--- config.mk ---
export PLATFORM = sky130hd
export DESIGN_NAME = execStage
export DESIGN_NICKNAME = d
export VERILOG_FILES = /design/src/rvExecPkg.sv /design/src/pipelineReg.sv /design/src/operandForward.sv /design/src/aluUnit.sv /design/src/execStage.sv
export VERILOG_INCLUDE_DIRS = /design/src
export SDC_FILE = /design/constraint.sdc
export NUM_CORES = 1
export LEC_CHECK = 0
export ABC_AREA = 1
export BUFFER_PORTS_ARGS = -buffer_cell sky130_fd_sc_hd__buf_2
export CAP_MARGIN = 20
export CORE_MARGIN = 5
export CORE_UTILIZATION = 42
export CTS_CLUSTER_SIZE = 40
export DETAILED_ROUTE_END_ITERATION = 8
export PLACE_DENSITY = 0.58
export SYNTH_ARGS = -nofsm -noshare
export SYNTH_HDL_FRONTEND = slang
export SYNTH_SLANG_ARGS = --single-unit
--- constraint.sdc ---
create_clock -name i_Clock -period 12.7 [get_ports i_Clock]
set_clock_uncertainty 0.15 [all_clocks]
set_input_delay 2.54 -clock i_Clock [delete_from_list [all_inputs] [get_ports i_Clock]]
set_output_delay 2.54 -clock i_Clock [all_outputs]
set_load 0.05 [all_outputs]
--- src/rvExec_defines.svh ---
`ifndef RVEXEC_DEFINES_SVH
`define RVEXEC_DEFINES_SVH

// Datapath width of the integer core
`define RV_XLEN 32

// Program counter width
`define RV_PC_WIDTH 32

// Register file address width for x0..x31
`define RV_REG_AW 5

`endif

--- src/rvExecPkg.sv ---
`default_nettype none

`include "rvExec_defines.svh"

package rvExecPkg;

    // ALU operation codes as decoded in ID
    typedef enum logic [4:0] {
        ALU_ADD   = 5'd0,
        ALU_SUB   = 5'd1,
        ALU_SLL   = 5'd2,
        ALU_SLT   = 5'd3,
        ALU_SLTU  = 5'd4,
        ALU_XOR   = 5'd5,
        ALU_SRL   = 5'd6,
        ALU_SRA   = 5'd7,
        ALU_OR    = 5'd8,
        ALU_AND   = 5'd9,
        ALU_PASSB = 5'd10                          // Used by LUI
    } aluOp_t;

    // Write-back source select
    typedef enum logic [1:0] {
        WB_ALU = 2'd0,
        WB_MEM = 2'd1,
        WB_PC4 = 2'd2
    } wbSel_t;

    typedef struct packed {
        logic [2:0]              dbgTag;        // Debug tag
        logic [`RV_PC_WIDTH-1:0] pc;
        logic [6:0]              instOp;        // Instruction opcode
        logic [`RV_REG_AW-1:0]   rs1;
        logic [`RV_REG_AW-1:0]   rs2;
        logic [`RV_XLEN-1:0]     imm;           // Sign-extended immediate
        logic [`RV_XLEN-1:0]     dataA;         // rs1 value read in decode
        logic [`RV_XLEN-1:0]     dataB;         // rs2 value read in decode
        logic [`RV_REG_AW-1:0]   regWrAddr;
        logic                    regWrEnable;
        wbSel_t                  regWrDataSel;
        logic                    memWrEnable;
        logic                    operandASel;   // 1 selects PC
        logic                    operandBSel;   // 1 selects immediate
        aluOp_t                  aluControl;
    } idExPayload_t;

    typedef struct packed {
        logic [2:0]              dbgTag;
        logic [`RV_PC_WIDTH-1:0] pc;
        logic [`RV_XLEN-1:0]     aluResult;
        logic [`RV_XLEN-1:0]     storeData;     // Forwarded rs2 for stores
        logic [`RV_REG_AW-1:0]   regWrAddr;
        logic                    regWrEnable;
        wbSel_t                  regWrDataSel;
        logic                    memWrEnable;
    } exMemPayload_t;

endpackage

`default_nettype wire

--- src/pipelineReg.sv ---
`default_nettype none
`timescale 1ns/1ps

module pipelineReg #(
    parameter type payload_t = logic
) (
    input  logic     i_Clock,
    input  logic     i_reset,
    input  logic     i_Stall,                      // Hold current contents
    input  logic     i_Flush,                      // Load a bubble
    input  payload_t i_Data,
    output payload_t o_Data
);

    // Priority encoding of the control levels
    localparam logic [2:0] CTRL_RESET = 3'b1??;
    localparam logic [2:0] CTRL_STALL = 3'b01?;
    localparam logic [2:0] CTRL_FLUSH = 3'b001;

    logic [2:0] ctrlCode;

    assign ctrlCode = {i_reset, i_Stall, i_Flush};

    always_ff @(posedge i_Clock) begin
        casez (ctrlCode)
            CTRL_RESET: begin
                o_Data <= '0;                      // Bubble
            end
            CTRL_STALL: begin
                o_Data <= o_Data;
            end
            CTRL_FLUSH: begin
                o_Data <= '0;                      // Bubble
            end
            default: begin
                o_Data <= i_Data;
            end
        endcase
    end

    // Stall freezes the stage for the following cycle
    aHoldOnStall: assert property (
        @(posedge i_Clock) (!i_reset && i_Stall) |=> (o_Data == $past(o_Data))
    ) else $error("pipelineReg changed while stalled");

    // Reset, or a flush that is not stalled, leaves a bubble behind
    aBubbleAfterClear: assert property (
        @(posedge i_Clock) (i_reset || (i_Flush && !i_Stall)) |=> (o_Data == '0)
    ) else $error("pipelineReg not cleared after reset or flush");

endmodule

`default_nettype wire

--- src/operandForward.sv ---
`default_nettype none
`timescale 1ns/1ps

`include "rvExec_defines.svh"

module operandForward (
    input  logic [`RV_REG_AW-1:0] i_Rs1,
    input  logic [`RV_REG_AW-1:0] i_Rs2,
    input  logic [`RV_XLEN-1:0]   i_RegDataA,       // Value read in decode
    input  logic [`RV_XLEN-1:0]   i_RegDataB,
    input  rvExecPkg::exMemPayload_t i_ExMem,      // Output of the EX/MEM register
    output logic [`RV_XLEN-1:0]   o_DataA,
    output logic [`RV_XLEN-1:0]   o_DataB
);

    import rvExecPkg::*;

    logic exMemWritesAlu;
    logic fwdA;
    logic fwdB;

    // Only ALU results exist at this point, loads come later
    assign exMemWritesAlu = i_ExMem.regWrEnable
                         && (i_ExMem.regWrDataSel == WB_ALU)
                         && (i_ExMem.regWrAddr != '0);

    assign fwdA = exMemWritesAlu && (i_ExMem.regWrAddr == i_Rs1);
    assign fwdB = exMemWritesAlu && (i_ExMem.regWrAddr == i_Rs2);

    assign o_DataA = fwdA ? i_ExMem.aluResult : i_RegDataA;
    assign o_DataB = fwdB ? i_ExMem.aluResult : i_RegDataB;

    // An x0 operand always keeps the decode value
    always_comb begin
        assert ((i_Rs1 != '0) || (o_DataA == i_RegDataA))
            else $error("operandForward forwarded into x0 on operand A");
        assert ((i_Rs2 != '0) || (o_DataB == i_RegDataB))
            else $error("operandForward forwarded into x0 on operand B");
    end

endmodule

`default_nettype wire

--- src/aluUnit.sv ---
`default_nettype none
`timescale 1ns/1ps

`include "rvExec_defines.svh"

module aluUnit (
    input  logic [`RV_XLEN-1:0] i_RegA,            // Forwarded rs1
    input  logic [`RV_XLEN-1:0] i_RegB,            // Forwarded rs2
    input  logic [`RV_XLEN-1:0] i_Pc,
    input  logic [`RV_XLEN-1:0] i_Imm,
    input  logic                i_OperandASel,     // 1 selects PC
    input  logic                i_OperandBSel,     // 1 selects immediate
    input  rvExecPkg::aluOp_t   i_AluOp,
    output logic [`RV_XLEN-1:0] o_Result
);

    import rvExecPkg::*;

    localparam int SHAMT_W = $clog2(`RV_XLEN);

    logic [`RV_XLEN-1:0] opA;
    logic [`RV_XLEN-1:0] opB;
    logic [SHAMT_W-1:0]  shamt;

    assign opA   = i_OperandASel ? i_Pc  : i_RegA;
    assign opB   = i_OperandBSel ? i_Imm : i_RegB;
    assign shamt = opB[SHAMT_W-1:0];               // Low bits of B only

    always_comb begin
        case (i_AluOp)
            ALU_ADD: begin
                o_Result = opA + opB;
            end
            ALU_SUB: begin
                o_Result = opA - opB;
            end
            ALU_SLL: begin
                o_Result = opA << shamt;
            end
            ALU_SLT: begin
                o_Result = {{(`RV_XLEN-1){1'b0}}, ($signed(opA) < $signed(opB))};
            end
            ALU_SLTU: begin
                o_Result = {{(`RV_XLEN-1){1'b0}}, (opA < opB)};
            end
            ALU_XOR: begin
                o_Result = opA ^ opB;
            end
            ALU_SRL: begin
                o_Result = opA >> shamt;
            end
            ALU_SRA: begin
                o_Result = $unsigned($signed(opA) >>> shamt);  // Sign fill
            end
            ALU_OR: begin
                o_Result = opA | opB;
            end
            ALU_AND: begin
                o_Result = opA & opB;
            end
            ALU_PASSB: begin
                o_Result = opB;                    // LUI path
            end
            default: begin
                o_Result = '0;
            end
        endcase
    end

    // Decode must never hand over an unassigned opcode
    always_comb begin
        assert ($isunknown(i_AluOp) || (i_AluOp <= ALU_PASSB))
            else $error("aluUnit received undefined operation %0d", i_AluOp);
    end

endmodule

`default_nettype wire

--- src/execStage.sv ---
`default_nettype none
`timescale 1ns/1ps

`include "rvExec_defines.svh"

module execStage (
    input  logic                     i_Clock,
    input  logic                     i_reset,
    input  logic                     i_Stall,      // Freezes both registers
    input  logic                     i_Flush,      // Bubbles the ID/EX register
    input  rvExecPkg::idExPayload_t  i_IdEx,
    output rvExecPkg::exMemPayload_t o_ExMem
);

    import rvExecPkg::*;

    idExPayload_t        idEx;
    exMemPayload_t       exNext;
    logic [`RV_XLEN-1:0] fwdDataA;
    logic [`RV_XLEN-1:0] fwdDataB;
    logic [`RV_XLEN-1:0] aluResult;

    pipelineReg #(.payload_t(idExPayload_t)) uIdExReg (
        .i_Clock (i_Clock),
        .i_reset (i_reset),
        .i_Stall (i_Stall),
        .i_Flush (i_Flush),
        .i_Data  (i_IdEx),
        .o_Data  (idEx)
    );

    operandForward uForward (
        .i_Rs1      (idEx.rs1),
        .i_Rs2      (idEx.rs2),
        .i_RegDataA (idEx.dataA),
        .i_RegDataB (idEx.dataB),
        .i_ExMem    (o_ExMem),                     // Result one stage ahead
        .o_DataA    (fwdDataA),
        .o_DataB    (fwdDataB)
    );

    aluUnit uAlu (
        .i_RegA        (fwdDataA),
        .i_RegB        (fwdDataB),
        .i_Pc          (idEx.pc),
        .i_Imm         (idEx.imm),
        .i_OperandASel (idEx.operandASel),
        .i_OperandBSel (idEx.operandBSel),
        .i_AluOp       (idEx.aluControl),
        .o_Result      (aluResult)
    );

    always_comb begin
        exNext              = '0;
        exNext.dbgTag       = idEx.dbgTag;
        exNext.pc           = idEx.pc;
        exNext.aluResult    = aluResult;
        exNext.storeData    = fwdDataB;            // Store data sees forwarding too
        exNext.regWrAddr    = idEx.regWrAddr;
        exNext.regWrEnable  = idEx.regWrEnable;
        exNext.regWrDataSel = idEx.regWrDataSel;
        exNext.memWrEnable  = idEx.memWrEnable;
    end

    pipelineReg #(.payload_t(exMemPayload_t)) uExMemReg (
        .i_Clock (i_Clock),
        .i_reset (i_reset),
        .i_Stall (i_Stall),
        .i_Flush (1'b0),                           // Never flushed here
        .i_Data  (exNext),
        .o_Data  (o_ExMem)
    );

endmodule

`default_nettype wire

==> impl_metrics.ini, run 1 <==
[cts]
cts_buffers = 29
ctsResizeCount = 0
path_clk_slew_ns = 0.06
cts_buffer_depth = 3
cts_root_buffer = clkbuf_16
cts_sinks = 265
post_cts_buffers = 0
htreeDepth = 1
ctsHoldBuffers = 0
insertion_delay_ns = 0.57
cts_tree = built

[cells_and_area]
register_area_sq_um = 7960
diodes = 0
drive_gt1_share_pct = 12.5
fin_area_sq_um = 23500
finalNonFillerCells = 3788
nFillCells = 5111
multi_input_area_sq_um = 10600
area_delta_synth_final_pct = 12.3
nNetsFinal = 3369

[worst_setup_path]
startpoint_type = flop
crit_start = uExMemReg.o_Data[2]
r2r_slack_ns = 5.28
reg2reg_from = uExMemReg.o_Data[2]
cp_max_fo = 64
cp-endpoint = uExMemReg.o_Data[55]
cp-end-kind = flop
worstReg2RegEnd = uExMemReg.o_Data[55]
cp_data_arrival_time_ns = 7.56
crit_type = reg2reg
required_ns = 12.84
r2r_cells = 19

[timing]
slew_violations = 0
grt_setup_unrepaired = false
setup_tns_ns = 0
worst_pin_slew_ns = 1.16
max_freq_mhz = 135
final_hold_viol_count = 0
period_share_pct = 58.4
slew_headroom_pct = 21.9
setup_viol = 0
min_period_ns = 7.42
holdWs_ns = 0.373

[synthesis]
syn_area_sq_um = 20900
yosysWarnings = 0
synth_top_cell_by_area = edfxtp_1
synth_nets = 3196
synth_top_cell_area_share_pct = 38.1
synthTopCellsByArea = edfxtp_1 (38%), nand2_1 (11%), nand3_1 (9.1%)
synth_cell_types = 51
syn_avg_cell_area_sq_um = 7.14
ys_seq_area_share_pct = 38.1
synth-seq-cells = 265
synthCells = 2929
synth_edf_count = 265
synthArstFlopShare_pct = 0
ys.flop_type = edfxtp_1

[power]
power_mw = 3.56
leakagePower_nw = 11.7
ir_drop_v = 0.000107
p_per_area_nw_per_um2 = 152

[placed_design]
placed_area_sq_um = 22600
gp_congestion = 1.03
dp_hpwl_um = 71200
numPlacedInstances = 3735
numPortBuffers = 268

[floorplan]
std_cell_rows = 81
coreArea_sq_um = 49100
die-area_sq_um = 54300
die_h_um = 233
die_w_um = 233
initial_core_util_pct = 42.6
ioPinCount = 276

[hold_path]
hold_path.class = reg2reg

[detailed_routing]
wl_per_cell_um = 24.4
drc = 0
routed_wl_um = 92500
firstDrtPassIters = 5
drt-initial-drc-count = 2369
routed_via_density = 5.65
via_count = 21400
drtAntennaViolNets = 0

[global_route]
grt_pass1_vias = 20000
grt_start_max_net_pins = 196
antenna_found_initial = 3
groute.usage.overall_pct = 32.9
grt_overflow = 0
grt_pass1_wl_um = 133000

[run]
maxCapViolCount = 0

[outcome]
status = complete, no violations
[power breakdown]
group	internal, mW	switching, mW
clock network	0.460	0.359
registers	1.07	0.0643
logic	0.401	1.21
[worst max-delay path, stage by stage (launching register included)]
cell and delay [ns]:
edfxtp_1 0.39, nor3b_1 0.35, nand2_1 0.12, inv_2 0.55, nand3_4 0.68, o21ai_1 0.41
nand2_1 0.15, o21ai_4 0.21, buf_4 0.68, inv_2 0.46, ha_1 0.38, a21oi_1 0.17
o21ai_0 0.32, a21oi_1 0.41, inv_1 0.22, a21oi_1 0.34, a21o_1 0.17, nand4_1 0.30
a31oi_1 0.49, a21oi_1 0.13
[metal layers]
| metal | track usage [%] | part of all wire, % | vias to the layer above |
|---|---|---|---|
| met5 | 0 | 0.027 | - |
| met4 | 13.1 | 4.9 | 4 |
| met3 | 6.59 | 9.2 | 158 |
| met2 | 49.3 | 43 | 1038 |
| met1 | 46.7 | 43 | 10200 |
| li1 | - | - | 10000 |
[placed cells by master, fill, tap and decap left out, types with 4 or more instances in the layout]
master     count
a211oi_1       5
a21boi_0       5
a21o_1         7
a21oi_1      164
a221oi_1      14
a31oi_1        6
buf_2        267
buf_4         30
clkbuf_16     29
clkinv_1       8
clkinv_2       9
edfxtp_1     265
ha_1          97
inv_1        419
inv_2          8
mux2i_1       18
nand2_1      628
nand2_2        4
nand3_1      379
nand3_2        7
nand3b_1       6
nand4_1       68
nor2_1       396
nor2_2         7
nor3_1        15
o2111ai_1     10
o211ai_1      28
o21a_1         6
o21ai_0      113
o21ai_1       23
o21ai_4        4
o21bai_1      11
o221ai_1       5
o22ai_1       11
or2_2          9
xor2_1         9
[through the flow]
step / setup slack (ns) / utilization [%]
after global placement: 5.50 / 46.0
after detailed placement: 5.46 / 46.0
after floorplan: 2.59 / -
after CTS: 5.43 / 47.8
final: 5.28 / 47.8
after global routing: 4.97 / 47.8
[area by class of cell]
class / instances / area share [%]
inverter: 429 / 6.86
clock buffer: 32 / 3.14
tap: 664 / 3.54
multi-input combinational: 2078 / 45.1
timing repair buffer: 299 / 6.75
sequential: 265 / 33.9
clock inverter: 21 / 0.709
[kinds of logic (layout without fill, tap and decap cells)]
kind of cell               count (synthesis)  count (layout)  share of synthesized area, %
and+or+nand+nor                         1530            1530                          31.4
AOI/OAI and AO/OA                        419             419                          11.7
xor gates and xnor gates                  12              12                         0.503
adders and majority gates                 99              99                          6.00
DFF                                      265             265                          38.1
buffers and inverters                    586             781                          11.5
muxes                                     18              18                         0.862
[flip-flops by register name (all words and copies together), names as in the netlist]
| register | count |
|---|---|
| uIdExReg.o_Data | 157 |
| uExMemReg.o_Data | 108 |
[worst min path at each step]
stage                     endpoint  depth (start not counted)                start
6_report       uExMemReg.o_Data[5]                          2  uIdExReg.o_Data[12]
5_1_grt        uExMemReg.o_Data[4]                          2  uIdExReg.o_Data[11]
4_1_cts        uExMemReg.o_Data[5]                          2  uIdExReg.o_Data[12]
3_5_place_dp   uExMemReg.o_Data[6]                          2  uIdExReg.o_Data[13]
3_3_place_gp   uExMemReg.o_Data[1]                          2   uIdExReg.o_Data[8]
2_1_floorplan  uExMemReg.o_Data[0]                          2   uIdExReg.o_Data[7]
[synth_stat cells, types with 5 or more instances]
master     count
a211oi_1       5
a21boi_0       5
a21o_1         7
a21oi_1      164
a221oi_1      14
a31oi_1        6
buf_1          6
buf_2         37
buf_4         13
buf_6         14
clkbuf_1      87
edfxtp_1     265
ha_1          97
inv_1        420
inv_2          7
mux2i_1       18
nand2_1      629
nand3_1      379
nand3_2        7
nand3b_1       6
nand4_1       68
nor2_1       400
nor3_1        15
o2111ai_1     10
o211ai_1      28
o21a_1         7
o21ai_0      113
o21ai_1       23
o21bai_1      11
o221ai_1       5
o22ai_1       11
or2_2          9
xor2_1         9
Note: power is estimated with default switching activity, not from simulation.
==> inputs of run 2 (changes only) <==
==> constraint.sdc (replaced) <==
create_clock -name i_Clock -period 7.21 [get_ports i_Clock]
set_clock_uncertainty 0.15 [all_clocks]
set_input_delay 1.442 -clock i_Clock [delete_from_list [all_inputs] [get_ports i_Clock]]
set_output_delay 1.442 -clock i_Clock [all_outputs]
set_load 0.05 [all_outputs]
==> impl_metrics.ini, run 2 (synthesis gave the netlist of run 1 again) <==
[worst_setup_path]
path_buf_inv = 6
crit_top_cell = nand2_1
cp_data_arrival_time_ns = 6.03
required_ns = 7.36
cpMaxStageDelayCell = o21ai_0
cp_max_fo = 37
worstPathCellList = nor3b_1 -> nand2_1 -> inv_2 -> buf_4 -> nand4_1 -> nand3_1 -> o21ai_1 -> buf_4 -> inv_1 -> ha_1 -> inv_1 -> fa_1 -> inv_1 -> nand2_1 -> o21ai_0 -> a21oi_1 -> o21ai_0 -> nand3_1 -> nand2_1 -> nand2_1 -> nand3_1 -> nand4_1 -> nor2_1 -> nor2_1
worstReg2RegEnd = uExMemReg.o_Data[71]
reg2reg_from = uExMemReg.o_Data[2]
r2r_cells = 24
slowest_delay_ns = 0.58
crit_family = compound AO/OA/AOI/OAI gates
cp-end-kind = flop
startpoint_type = flop
crit_type = reg2reg
r2r_slack_ns = 1.33

[global_route]
grt_start_max_net_pins = 128
grt_pass1_vias = 20200
grt_pass1_wl_um = 133000
antenna_found_initial = 6
grt_overflow = 0
groute.usage.overall_pct = 33.4

[cells_and_area]
register_area_sq_um = 7960
layout_commonest_cell = nand2_1
fin_area_sq_um = 23800
nFillCells = 5062
largestRegisters = uIdExReg.o_Data (157), uExMemReg.o_Data (108)
largest-register = uIdExReg.o_Data
final_cell_mix = nand2_1 (628), inv_1 (419), nor2_1 (397), nand3_1 (379), buf_2 (267)
drive_gt1_share_pct = 13.3
nNetsFinal = 3402
area_delta_synth_final_pct = 13.8
multi_input_area_sq_um = 10600
largest_reg_flops = 157

[floorplan]
ioPinCount = 276
coreArea_sq_um = 49100
initial_core_util_pct = 42.6
die_h_um = 233
std_cell_rows = 81
die-area_sq_um = 54300
die_w_um = 233

[power]
combPwrFrac_pct = 44.7
internal_power_mw = 3.51
p_seq_share_pct = 31.2
leakagePower_nw = 11.8
switching_share_pct = 45.3
p_switching_mw = 2.90
clkPwrFrac_pct = 24.1
p_per_area_nw_per_um2 = 270
power_mw = 6.41
ir_drop_v = 0.000211

[outcome]
status = complete, no violations

[timing]
worst_pin_slew_ns = 1.21
slew_headroom_pct = 18.8
final_hold_viol_count = 0
max_freq_mhz = 170
setup_tns_ns = 0
period_share_pct = 81.6
setup_viol = 0
worst_slack_ns = 1.33
slew_violations = 0
holdWs_ns = 0.375
grt_setup_unrepaired = false
min_period_ns = 5.88

[detailed_routing]
drtAntennaViolNets = 0
via_count = 21600
drc = 0
drt-initial-drc-count = 2865
routed_wl_um = 94000
routed_via_density = 5.65
firstDrtPassIters = 8
wl_per_cell_um = 24.6

[hold_path]
hold_depth = 2
hold_start = uIdExReg.o_Data[12]
min_to = uExMemReg.o_Data[5]
hold_path.class = reg2reg

[cts]
ctsHoldBuffers = 0
htreeDepth = 1
cts_buffer_depth = 3
cts_root_buffer = clkbuf_16
cts_tree = built
path_clk_slew_ns = 0.06
cts_buffers = 31
ctsResizeCount = 0
cts_sinks = 265
insertion_delay_ns = 0.58
post_cts_buffers = 0

[placed_design]
numPortBuffers = 268
placed_area_sq_um = 22800
dp_slack_ns = 1.41
gp_congestion = 1.08
dp_hpwl_um = 73600

[run]
maxCapViolCount = 0
-- run 2: worst max-delay path by stage --
stage | end | slack [ns] | start | cells after the start
global route | uExMemReg.o_Data[64] | 0.95 | uExMemReg.o_Data[4] | 24
CTS | uExMemReg.o_Data[71] | 1.38 | uExMemReg.o_Data[2] | 24
detailed placement | uExMemReg.o_Data[71] | 1.41 | uExMemReg.o_Data[2] | 24
global placement | uExMemReg.o_Data[71] | 1.51 | uExMemReg.o_Data[2] | 24
floorplan | uIdExReg.o_Data[130] | 0.83 | i_reset | 7
finish | uExMemReg.o_Data[71] | 1.33 | uExMemReg.o_Data[2] | 24
-- run 2: worst reg2reg max path, cell delays in order, from the launching register on --
cell,delay (ns)
edfxtp_1,0.41
nor3b_1,0.36
nand2_1,0.12
inv_2,0.12
buf_4,0.36
nand4_1,0.14
nand3_1,0.10
o21ai_1,0.07
buf_4,0.21
inv_1,0.12
ha_1,0.35
inv_1,0.18
fa_1,0.49
inv_1,0.11
nand2_1,0.07
o21ai_0,0.56
a21oi_1,0.41
o21ai_0,0.58
nand3_1,0.18
nand2_1,0.10
nand2_1,0.05
nand3_1,0.10
nand4_1,0.10
nor2_1,0.12
nor2_1,0.05
-- run 2: power by group through the flow --
stage | Combinational, mW | Sequential, mW | Clock, mW
finish | 2.86 | 2.00 | 1.55
global route | 3.08 | 2.01 | 1.64
CTS | 2.79 | 2.00 | 1.57
detailed placement | 2.78 | 2.03 | 0
global placement | 2.77 | 2.03 | 0
floorplan | 1.63 | 2.19 | 0
-- run 2: final cells by class --
class / instances / area share (%)
timing repair buffer: 330 / 7.66
antenna: 1 / 0.0105
clock inverter: 19 / 0.742
clock buffer: 37 / 3.36
tap: 664 / 3.49
sequential: 265 / 33.5
multi-input combinational: 2078 / 44.5
inverter: 429 / 6.77
-- run 2: routing by layer --
layer / GRT usage (%) / vias to the layer above / wire length, um
li1: - / 10100 / -
met1: 45.7 / 10200 / 39500
met2: 49.3 / 1096 / 39500
met3: 6.81 / 211 / 8300
met4: 18.8 / 6 / 6690
met5: 0 / - / 23
-- run 2: per-stage QoR --
stage / instances / utilization, %
floorplan: 2929 / -
global placement: 3766 / 46.5
detailed placement: 3766 / 46.5
CTS: 3822 / 48.5
global route: 3822 / 48.5
finish: 3823 / 48.5
